## src/rv_pkg.sv

```systemverilog
package rv_pkg;

  localparam int xlen       = 32;
  localparam int reg_addr_w = 5;

  typedef logic [xlen-1:0]       word_t;
  typedef logic [reg_addr_w-1:0] reg_idx_t;

  // major opcodes, bits [6:0]
  localparam logic [6:0] op_lui     = 7'b0110111;
  localparam logic [6:0] op_reg_imm = 7'b0010011;
  localparam logic [6:0] op_reg_reg = 7'b0110011;
  localparam logic [6:0] op_branch  = 7'b1100011;
  localparam logic [6:0] op_environ = 7'b1110011;

  // funct7 patterns for the alu groups
  localparam logic [6:0] f7_base = 7'b0000000;
  localparam logic [6:0] f7_alt  = 7'b0100000;  // sub, sra, srai

  // alu funct3
  localparam logic [2:0] f3_add_sub = 3'b000;
  localparam logic [2:0] f3_sll     = 3'b001;
  localparam logic [2:0] f3_slt     = 3'b010;
  localparam logic [2:0] f3_sltu    = 3'b011;
  localparam logic [2:0] f3_xor     = 3'b100;
  localparam logic [2:0] f3_srl_sra = 3'b101;
  localparam logic [2:0] f3_or      = 3'b110;
  localparam logic [2:0] f3_and     = 3'b111;

  // branch funct3, 010 and 011 are reserved
  localparam logic [2:0] f3_beq  = 3'b000;
  localparam logic [2:0] f3_bne  = 3'b001;
  localparam logic [2:0] f3_blt  = 3'b100;
  localparam logic [2:0] f3_bge  = 3'b101;
  localparam logic [2:0] f3_bltu = 3'b110;
  localparam logic [2:0] f3_bgeu = 3'b111;

  typedef enum logic [3:0] {
    alu_add, alu_sub,
    alu_sll, alu_srl, alu_sra,
    alu_slt, alu_sltu,
    alu_xor, alu_or, alu_and,
    alu_pass_b  // second operand straight through, used by lui
  } alu_op_t;

endpackage

```

## src/rv_decoder.sv

```systemverilog
`timescale 1ns/1ps

module rv_decoder import rv_pkg::*; (
  input  word_t    insn,
  output reg_idx_t rs1,
  output reg_idx_t rs2,
  output alu_op_t  alu_op,
  output logic     use_imm,
  output logic     wb_en,
  output logic     is_branch,
  output logic     is_ecall,
  output logic     illegal,
  output reg_idx_t rd,
  output logic [2:0] funct3,
  output word_t    imm,
  output word_t    branch_imm
);

  logic [6:0] opcode;
  logic [6:0] funct7;
  word_t      imm_i;
  word_t      imm_u;
  logic       alu_legal;  // lui or a supported alu encoding

  // fixed field positions
  assign opcode = insn[6:0];
  assign rd     = insn[11:7];
  assign funct3 = insn[14:12];
  assign rs1    = insn[19:15];
  assign rs2    = insn[24:20];
  assign funct7 = insn[31:25];

  assign imm_i = {{(xlen-12){insn[31]}}, insn[31:20]};
  assign imm_u = {insn[31:12], 12'b0};
  // b-type, bit 0 always zero
  assign branch_imm = {{(xlen-12){insn[31]}}, insn[7], insn[30:25], insn[11:8], 1'b0};

  always_comb begin
    alu_op    = alu_add;
    use_imm   = 1'b0;
    imm       = imm_i;
    alu_legal = 1'b0;
    is_branch = 1'b0;
    is_ecall  = 1'b0;
    case (opcode)
      op_lui: begin
        alu_op    = alu_pass_b;
        use_imm   = 1'b1;
        imm       = imm_u;
        alu_legal = 1'b1;
      end
      op_reg_imm: begin
        use_imm   = 1'b1;
        alu_legal = 1'b1;
        case (funct3)
          f3_sll: begin
            alu_op    = alu_sll;
            alu_legal = (funct7 == f7_base);  // shamt[5] must be clear
          end
          f3_slt:  alu_op = alu_slt;
          f3_sltu: alu_op = alu_sltu;
          f3_xor:  alu_op = alu_xor;
          f3_srl_sra: begin
            alu_op    = insn[30] ? alu_sra : alu_srl;
            alu_legal = (funct7 == f7_base) || (funct7 == f7_alt);
          end
          f3_or:   alu_op = alu_or;
          f3_and:  alu_op = alu_and;
          default: alu_op = alu_add;  // addi
        endcase
      end
      op_reg_reg: begin
        // only add/sub and srl/sra have an alternate funct7
        alu_legal = (funct7 == f7_base) ||
                    (funct7 == f7_alt && (funct3 == f3_add_sub || funct3 == f3_srl_sra));
        case (funct3)
          f3_sll:     alu_op = alu_sll;
          f3_slt:     alu_op = alu_slt;
          f3_sltu:    alu_op = alu_sltu;
          f3_xor:     alu_op = alu_xor;
          f3_srl_sra: alu_op = funct7[5] ? alu_sra : alu_srl;
          f3_or:      alu_op = alu_or;
          f3_and:     alu_op = alu_and;
          default:    alu_op = funct7[5] ? alu_sub : alu_add;
        endcase
      end
      op_branch: begin
        is_branch = (funct3 == f3_beq) || (funct3 == f3_bne) ||
                    (funct3 == f3_blt) || (funct3 == f3_bge) ||
                    (funct3 == f3_bltu) || (funct3 == f3_bgeu);
      end
      op_environ: is_ecall = (insn[31:7] == '0);  // ebreak and csr ops fall out as illegal
      default: ;
    endcase
  end

  // x0 is never a write target
  assign wb_en   = alu_legal && (rd != '0);
  assign illegal = !(alu_legal || is_branch || is_ecall);

endmodule

```

## src/rv_regfile.sv

```systemverilog
`timescale 1ns/1ps

module rv_regfile import rv_pkg::*; (
  input  logic     clk,
  input  logic     rst,
  input  logic     we,
  input  reg_idx_t waddr,
  input  reg_idx_t raddr1,
  input  reg_idx_t raddr2,
  input  word_t    wdata,
  output word_t    rdata1,
  output word_t    rdata2
);

  localparam int nregs = 2 ** reg_addr_w;

  word_t regs [1:nregs-1];  // x1..x31, x0 has no storage

  always_ff @(posedge clk) begin
    if (rst) begin
      for (int i = 1; i < nregs; i++) begin
        regs[i] <= '0;
      end
    end else begin
      for (int i = 1; i < nregs; i++) begin
        if (we && waddr == reg_idx_t'(i)) begin
          regs[i] <= wdata;
        end
      end
    end
  end

  // combinational reads, x0 reads as zero
  assign rdata1 = (raddr1 == '0) ? '0 : regs[raddr1];
  assign rdata2 = (raddr2 == '0) ? '0 : regs[raddr2];

endmodule

```

## src/rv_alu.sv

```systemverilog
`timescale 1ns/1ps

module rv_alu import rv_pkg::*; (
  input  alu_op_t op,
  input  word_t   a,
  input  word_t   rs2_val,
  input  word_t   imm,
  input  logic    use_imm,
  output word_t   result
);

  word_t      b;
  logic [4:0] shamt;

  assign b     = use_imm ? imm : rs2_val;
  assign shamt = b[4:0];  // only the low five bits count for shifts

  always_comb begin
    case (op)
      alu_add: begin
        result = a + b;
      end
      alu_sub: begin
        result = a - b;
      end
      alu_sll: begin
        result = a << shamt;
      end
      alu_srl: begin
        result = a >> shamt;
      end
      alu_sra: begin
        result = word_t'($signed(a) >>> shamt);  // sign fill from bit 31
      end
      alu_slt: begin
        result = {{(xlen-1){1'b0}}, ($signed(a) < $signed(b))};
      end
      alu_sltu: begin
        result = {{(xlen-1){1'b0}}, (a < b)};
      end
      alu_xor: begin
        result = a ^ b;
      end
      alu_or: begin
        result = a | b;
      end
      alu_and: begin
        result = a & b;
      end
      alu_pass_b: begin
        result = b;  // lui
      end
      default: begin
        result = '0;
      end
    endcase
  end

endmodule

```

## src/rv_pc_unit.sv

```systemverilog
`timescale 1ns/1ps

module rv_pc_unit import rv_pkg::*; #(
  parameter word_t reset_pc = '0
) (
  input  logic       clk,
  input  logic       rst,
  input  logic       is_branch,
  input  logic       is_ecall,
  input  logic [2:0] funct3,
  input  word_t      rs1_val,
  input  word_t      rs2_val,
  input  word_t      branch_imm,
  output word_t      pc,
  output logic       halt
);

  logic  taken;
  word_t pc_next;

  // branch condition, decoder only raises is_branch for the six valid funct3
  always_comb begin
    case (funct3)
      f3_beq:  taken = (rs1_val == rs2_val);
      f3_bne:  taken = (rs1_val != rs2_val);
      f3_blt:  taken = ($signed(rs1_val) < $signed(rs2_val));
      f3_bge:  taken = ($signed(rs1_val) >= $signed(rs2_val));
      f3_bltu: taken = (rs1_val < rs2_val);
      f3_bgeu: taken = (rs1_val >= rs2_val);
      default: taken = 1'b0;
    endcase
  end

  assign pc_next = (is_branch && taken) ? pc + branch_imm : pc + word_t'(4);

  always_ff @(posedge clk) begin
    if (rst) begin
      pc   <= reset_pc;
      halt <= 1'b0;
    end else if (!halt) begin
      if (is_ecall) begin
        halt <= 1'b1;  // pc stays on the ecall for good
      end else begin
        pc <= pc_next;
      end
    end
  end

endmodule

```

## src/rv_core_top.sv

```systemverilog
`timescale 1ns/1ps

module rv_core_top import rv_pkg::*; #(
  parameter word_t reset_pc = '0
) (
  input  logic     clk,
  input  logic     rst,
  input  word_t    insn,
  output word_t    pc,
  output logic     halt,
  output logic     illegal,
  output logic     wb_valid,
  output reg_idx_t wb_rd,
  output word_t    wb_data
);

  reg_idx_t   rs1_idx;
  reg_idx_t   rs2_idx;
  alu_op_t    alu_op;
  logic       use_imm;
  logic       is_branch;
  logic       is_ecall;
  logic [2:0] funct3;
  word_t      imm;
  word_t      branch_imm;
  word_t      rs1_data;
  word_t      rs2_data;

  rv_decoder u_dec (
    .insn       (insn),
    .rs1        (rs1_idx),
    .rs2        (rs2_idx),
    .alu_op     (alu_op),
    .use_imm    (use_imm),
    .wb_en      (wb_valid),  // also the regfile write enable
    .is_branch  (is_branch),
    .is_ecall   (is_ecall),
    .illegal    (illegal),
    .rd         (wb_rd),
    .funct3     (funct3),
    .imm        (imm),
    .branch_imm (branch_imm)
  );

  rv_regfile u_rf (
    .clk    (clk),
    .rst    (rst),
    .we     (wb_valid),
    .waddr  (wb_rd),
    .raddr1 (rs1_idx),
    .raddr2 (rs2_idx),
    .wdata  (wb_data),
    .rdata1 (rs1_data),
    .rdata2 (rs2_data)
  );

  rv_alu u_alu (
    .op      (alu_op),
    .a       (rs1_data),
    .rs2_val (rs2_data),
    .imm     (imm),
    .use_imm (use_imm),
    .result  (wb_data)
  );

  rv_pc_unit #(
    .reset_pc (reset_pc)
  ) u_pc (
    .clk        (clk),
    .rst        (rst),
    .is_branch  (is_branch),
    .is_ecall   (is_ecall),
    .funct3     (funct3),
    .rs1_val    (rs1_data),
    .rs2_val    (rs2_data),
    .branch_imm (branch_imm),
    .pc         (pc),
    .halt       (halt)
  );

endmodule

```

## config.mk

```make
export PLATFORM = sky130hd
export DESIGN_NAME = rv_core_top
export DESIGN_NICKNAME = d
export VERILOG_FILES = /design/src/rv_pkg.sv /design/src/rv_decoder.sv /design/src/rv_regfile.sv /design/src/rv_alu.sv /design/src/rv_pc_unit.sv /design/src/rv_core_top.sv
export SDC_FILE = /design/constraint.sdc
export NUM_CORES = 2
export LEC_CHECK = 0
export BUFFER_PORTS_ARGS = -buffer_cell sky130_fd_sc_hd__clkbuf_2
export CELL_PAD_IN_SITES_DETAIL_PLACEMENT = 0
export CELL_PAD_IN_SITES_GLOBAL_PLACEMENT = 2
export CORE_UTILIZATION = 47
export CTS_CLUSTER_DIAMETER = 100
export DETAILED_ROUTE_END_ITERATION = 16
export HOLD_SLACK_MARGIN = 0.08
export PLACE_DENSITY = 0.88
export SYNTH_ARGS = -nofsm -noshare
export SYNTH_HDL_FRONTEND = slang
export SYNTH_SLANG_ARGS = --single-unit
```

## constraint.sdc

```tcl
create_clock -name clk -period 29.5 [get_ports clk]
set_input_delay 5.9 -clock clk [delete_from_list [all_inputs] [get_ports clk]]
set_output_delay 5.9 -clock clk [all_outputs]
set_load 0.03 [all_outputs]
```

Yosys cells after proc, flatten, opt, wreduce, memory -nomap -nowiden --
Memory sizes are Yosys's and may differ from the RTL's. Index checks and enable logic that the tools add are counted.
Operators by class: add/sub/neg operators 4, multiplexer cells 145, div/mod/pow operators 0, reductions and logical operators 54, order comparisons 6, bitwise logic cells 36, multiply operators 0, shift-type cells 3, equality and inequality tests 56
Operators by type and width (count):
- 32-bit two-way mux | 35
- 32-bit one-hot mux with 11 select lines | 1
- 32-bit < comparator | 4
- 1-bit two-way mux | 101
- 5-bit equality test, second input constant | 16
- 32-bit adder | 2
- 32-bit >= comparator | 2
- 4-bit one-hot mux with 7 select lines | 2
- 5-bit by 4-bit equality test with 1-bit output, second input constant | 8
- 1-bit logical AND | 34
- 32-bit by 3-bit adder with 32-bit output, second input constant | 1
- 32-bit AND | 1
- 32-bit equality test | 1
- 32-bit inequality test | 1
- 32-bit bitwise OR | 1
- 32-bit by 5-bit << shifter with 32-bit output | 1
- 32-bit by 5-bit right shift with 32-bit output | 1
- 32-bit by 5-bit >>> shifter with 32-bit output | 1
- 32-bit subtractor | 1
- 32-bit XOR | 1
- 31-bit two-way mux | 1
- 1-bit bitwise OR | 31
- 25-bit logical NOT | 1
- 7-bit by 6-bit equality test with 1-bit output, second input constant | 3
- other kinds (27) | 53
Storage, ports and cells: latch bits 0, output and inout port bits 72, memories kept 1, bits in read-only memories 0, word-level logic and storage cells 307, RAM bits 992, register bits 33, bits of input ports 34
Memories:
- u_rf.regs | depth 31, bits a word 32, read ports 2, clocked after Yosys merged registers in 0, wr ports 31, line rv_regfile.sv:17 | word_t regs [1:nregs-1];

Longest topological paths before layout --
depth after elaboration 11, depth in mapped cells 30, gate-level depth less buffers 20

Cells and area by module --
From an unflattened synthesis, not the netlist that was laid out.
Unflattened totals: cell total of the unflattened synthesis 6147, area total of the unflattened synthesis 67898.9 um^2
By module, submodules not included:
- rv_regfile | cells each 3971, area an instance 53446.3 um^2, times used 1, sequential area each 29788.6 um^2
- rv_alu | cells each 1436, area an instance 9096.2 um^2, times used 1, sequential area each 0.0 um^2
- rv_pc_unit | cells each 601, area an instance 4376.7 um^2, times used 1, sequential area each 660.6 um^2
- rv_decoder | cells each 139, area an instance 979.7 um^2, times used 1, sequential area each 0.0 um^2

Worst setup path before layout --
OpenSTA, ideal clock, no wires.
path kind input -> output, from input insn[20], to output wb_data[23], slack 11.304 ns, required time 23.600 ns, buffers on the path 8, stages 26, data arrival time 12.296 ns, cells stage by stage buf_6 -> buf_8 -> buf_8 -> buf_6 -> buf_2 -> buf_1 -> mux4_2 -> mux4_2 -> mux2_2 -> nand2_1 -> nor2_1 -> a21o_1 -> ha_1 -> clkbuf_1 -> or4b_2 -> a2111o_1 -> a311oi_1 -> a2111oi_0 -> o21a_1 -> o311a_1 -> a31oi_1 -> xnor2_1 -> nor2_1 -> nor4_2 -> buf_2 -> inv_2
Between the ends: word-level cells in the longest chain between the ends 5, elaborated cells on any way between the ends 14, classes of those cells add/sub: 2; shift: 3; mux: 4; bitwise: 3; reduce/logical: 1; memory: 1
Ends and longest elaborated chain:
- start, declared | line rv_core_top.sv:8 | input word_t insn,
- memory read 31 x 32 bit or 5-bit logical NOT (tied branches)
- 32-bit two-way mux | line rv_regfile.sv:35 | assign rdata2 = (raddr2 == '0) ? '0 : regs[raddr2];
- 32-bit two-way mux (*) | line rv_alu.sv:15 | assign b = use_imm ? imm : rs2_val;
- 32-bit subtractor (tied with other cells) | line rv_alu.sv:24 | result = a - b;
- 32-bit one-hot mux with 11 select lines (*) | line rv_alu.sv:19 | case (op)
- end, declared | line rv_core_top.sv:14 | output word_t wb_data
Mark *: on every way between the ends. The rest lies on a longest branch, timed or not.

Worst setup path in the final report --
from input insn[21], to output wb_data[0]
Between the ends: word-level cells in the longest chain between the ends 5, elaborated cells on any way between the ends 16, classes of those cells add/sub: 2; order compare: 2; shift: 3; mux: 4; bitwise: 3; reduce/logical: 1; memory: 1
Ends and longest elaborated chain (line):
- memory read 31 x 32 bit or 5-bit logical NOT (tied branches)
- 32-bit two-way mux | rv_regfile.sv:35
- 32-bit two-way mux (*) | rv_alu.sv:15
- 32-bit subtractor (tied with other cells) | rv_alu.sv:24
- 32-bit one-hot mux with 11 select lines (*) | rv_alu.sv:19
Marked as above.

==> flow_metrics.env <==
export IMPL_worst_setup_path_start_kind="primary input"
export IMPL_die_width_um=377.2
export IMPL_mostFrequentLayoutCell="nor2_1"
export IMPL_dpl_cell_area_um2=68610
export IMPL_setup_violations=0
export IMPL_io_buffer_count=104
export IMPL_slew_headroom_pct=7.030
export IMPL_multi_input_area_um2=33020
export IMPL_avgSynthCellArea_um2=11.02
export IMPL_synth_simple_area_share_pct=13.74
export IMPL_fmax_ghz=0.04717
export IMPL_grt_first_pass_wirelength_mm=412.5
export IMPL_power_per_cell_area_nw_per_um2=60.60
export IMPL_die_h_um=377.2
export IMPL_cts_setup_buffers=0
export IMPL_first_iter_violations=8468
export IMPL_synthAdderAreaFrac_pct=3.116
export IMPL_synthXorXnorAreaFrac_pct=0.6088
export IMPL_slowest_delay_ns=1.03
export IMPL_track_usage_pct=41.65
export IMPL_syn_to_final_growth_pct=8.646
export IMPL_fin_skew_ns=0.08805
export IMPL_start_util_pct=47.43
export IMPL_gp_congestion=1.018
export IMPL_fin_crit_sh_pct=71.87
export IMPL_critical_path_class="in2out"
export IMPL_cp_arrival_ns=15.30
export IMPL_cts_tree="yes"
export IMPL_clkSlewWorstSetupHoldPaths_ns=0.06
export IMPL_drv_slew=0
export IMPL_yosysSeqAreaShare_pct=45.98
export IMPL_crit_required_ns=23.60
export IMPL_hold_class="reg2reg"
export IMPL_final_util_pct=51.53
export IMPL_via_count=55770
export IMPL_synthMuxAreaShare_pct=18.99
export IMPL_max_cap_violations=0
export IMPL_path_cells="buf_8 -> buf_4 -> buf_4 -> buf_4 -> mux4_2 -> mux4_2 -> mux2_2 -> nand2_1 -> nor2_1 -> a21oi_1 -> ha_1 -> or4b_2 -> a2111o_1 -> a31oi_1 -> nor3_1 -> nor3_1 -> o21ai_0 -> a221oi_1 -> o221ai_1 -> nor2_2 -> buf_4 -> inv_2 -> clkbuf_2"
export IMPL_clockBufferDepth=3
export IMPL_synth_cell_types=110
export IMPL_ir_drop_mv=0.05743
export IMPL_synth_compound_area_share_pct=12.63
export IMPL_worst_pin_slew_ns=1.395
export IMPL_synth_top_family_by_area="multiplexers"
export IMPL_fillers=12560
export IMPL_root_buffer="clkbuf_16"
export IMPL_coreArea_um2=139500
export IMPL_post_route_drc_count=0
export IMPL_antenna_found_initial=13
export IMPL_yosys_top_cells_area="edfxtp_1, mux4_2, nor2_1, mux2i_1, ha_1"
export IMPL_regArea_um2=30430
export IMPL_fin_nets=6091
export IMPL_fin_hold_ws_ns=0.5418
export IMPL_ys_ff_latch=1024
export IMPL_dp_hpwl_mm=194.3
export IMPL_fin_area_um2=71900
export IMPL_path_max_fanout=78
export IMPL_overflow=0
export IMPL_synth_nets=6205
export IMPL_async_flop_share_pct=0
export IMPL_drtPass1Iterations=7
export IMPL_worst_path_max_delay_cell="a221oi_1"
export IMPL_hold_buffers=0
export IMPL_cts_resized=0
export IMPL_synth_top_area_share_pct=45.01
export IMPL_die_area_um2=142300
export IMPL_drt_total_wl_mm=300.3
export IMPL_insertion_delay_ns=0.77
export IMPL_drive_gt1_share_pct=18.13
export IMPL_synth_edf_count=992
export IMPL_cts_sinks=1024
export IMPL_synth_top_area_cell="edfxtp_1"
export IMPL_rsz0062_at_grt="no"
export IMPL_num_rows=137
export IMPL_fin_tns_setup_ns=0
export IMPL_postRouteAntennaNets=0
export IMPL_final_hold_viol_count=0
export IMPL_grt_start_max_net_pins=94
export IMPL_synth_cells=6008
export IMPL_via_per_inst=7.093
export IMPL_worst_setup_path_end_kind="primary output"
export IMPL_outcome="completed"
export IMPL_h_tree_depth=3
export IMPL_num_io_pins=106
export IMPL_ys_warn_count=0
export IMPL_grt_pass1_vias=52530
export IMPL_crit_path_frequent_cell="buf_4"
export IMPL_ys_flop_type="edfxtp_1"
export IMPL_post_route_min_period_ns=21.20
export IMPL_post_synth_instance_area_um2=66180
export IMPL_final_cell_mix="nor2_1, edfxtp_1, mux4_2"
export IMPL_cts_buffers=107
export IMPL_p_leak_nw=26.92
export IMPL_routedWlPerCell_um=38.19
## cell usage after synthesis, types with 38 or more instances
cell type and instances:
a22oi_1 98, edfxtp_1 992, clkbuf_1 264, mux2i_1 272, o21ai_0 204, buf_2 167, nand2_1 298, nor3_1 101
buf_1 38, a31oi_1 40, nand3_1 102, o211ai_1 38, nor2_1 1283, buf_4 42, mux2_2 66, a21oi_1 324
mux4_2 404, ha_1 160, a21o_1 46, o22ai_1 69, a211oi_1 81, inv_1 140
## per-layer routing
layer | routed length (um) | vias to the layer above | GRT usage (%)
met1 | 107500 | 27900 | 53.04
met4 | 23030 | 8 | 27.05
met2 | 131900 | 4315 | 62.68
met3 | 37740 | 1022 | 11.18
met5 | 74 | - | 0
li1 | - | 22520 | -
## layout make-up
| type | instances | area share (%) |
|---|---|---|
| inverter | 156 | 0.8144 |
| clock buffer | 135 | 3.870 |
| clock inverter | 60 | 0.6734 |
| antenna | 6 | 0.02088 |
| sequential | 1024 | 42.32 |
| multi-input combinational | 4283 | 45.92 |
| tap | 1876 | 3.265 |
| timing repair buffer | 322 | 3.115 |
## flip-flops by register name, summed over array words and instances (netlist names)
name       flops
u_pc.pc       31
u_rf.regs    992
u_pc.halt      1
## cells by family after synthesis
logic type	count (synthesis)
buf+inv	701
compound gates	1243
simple gates	2088
other cells	1
mux	742
xor+xnor	46
flops	1024
fa+ha+maj	163
## report_power, final
group | switching [W] | total [W] | internal [W]
sequential | 0.0000252 | 0.00166 | 0.00164
combinational | 0.00102 | 0.00139 | 0.000373
clock | 0.000599 | 0.00130 | 0.000704
total | 0.00164 | 0.00436 | 0.00272
## metrics by stage
stage / setup slack [ns] / power (W) / std cells
2_1_floorplan: 11.30 / 0.002510 / 6008
3_3_place_gp: 8.669 / 0.003024 / 7660
3_5_place_dp: 8.665 / 0.003025 / 7660
4_1_cts: 8.635 / 0.004302 / 7855
5_1_grt: 8.256 / 0.004446 / 7856
6_report: 8.298 / 0.004357 / 7862
## critical path, delay by kind of cell
family | cells | cell delay (ns)
and+or+nand+nor | 6 | 1.75
AOI/OAI and AO/OA | 6 | 2.52
muxes | 3 | 1.27
adders and majority gates | 1 | 0.36
buffers and inverters | 7 | 3.36
## path summary, 6_finish.rpt
| path | slack, ns | cells past startpoint | startpoint | to |
|---|---|---|---|---|
| max | 8.30 | 23 | insn[21] | wb_data[0] |
| min | 0.54 | 2 | u_pc.pc[14] | u_pc.pc[14] |
| min reg2reg | 0.54 | 2 | u_pc.pc[14] | u_pc.pc[14] |
| max reg2reg | 21.58 | 21 | u_rf.regs[15][0] | u_rf.regs[11][0] |
No activity file was read; power rests on OpenSTA's default activity.
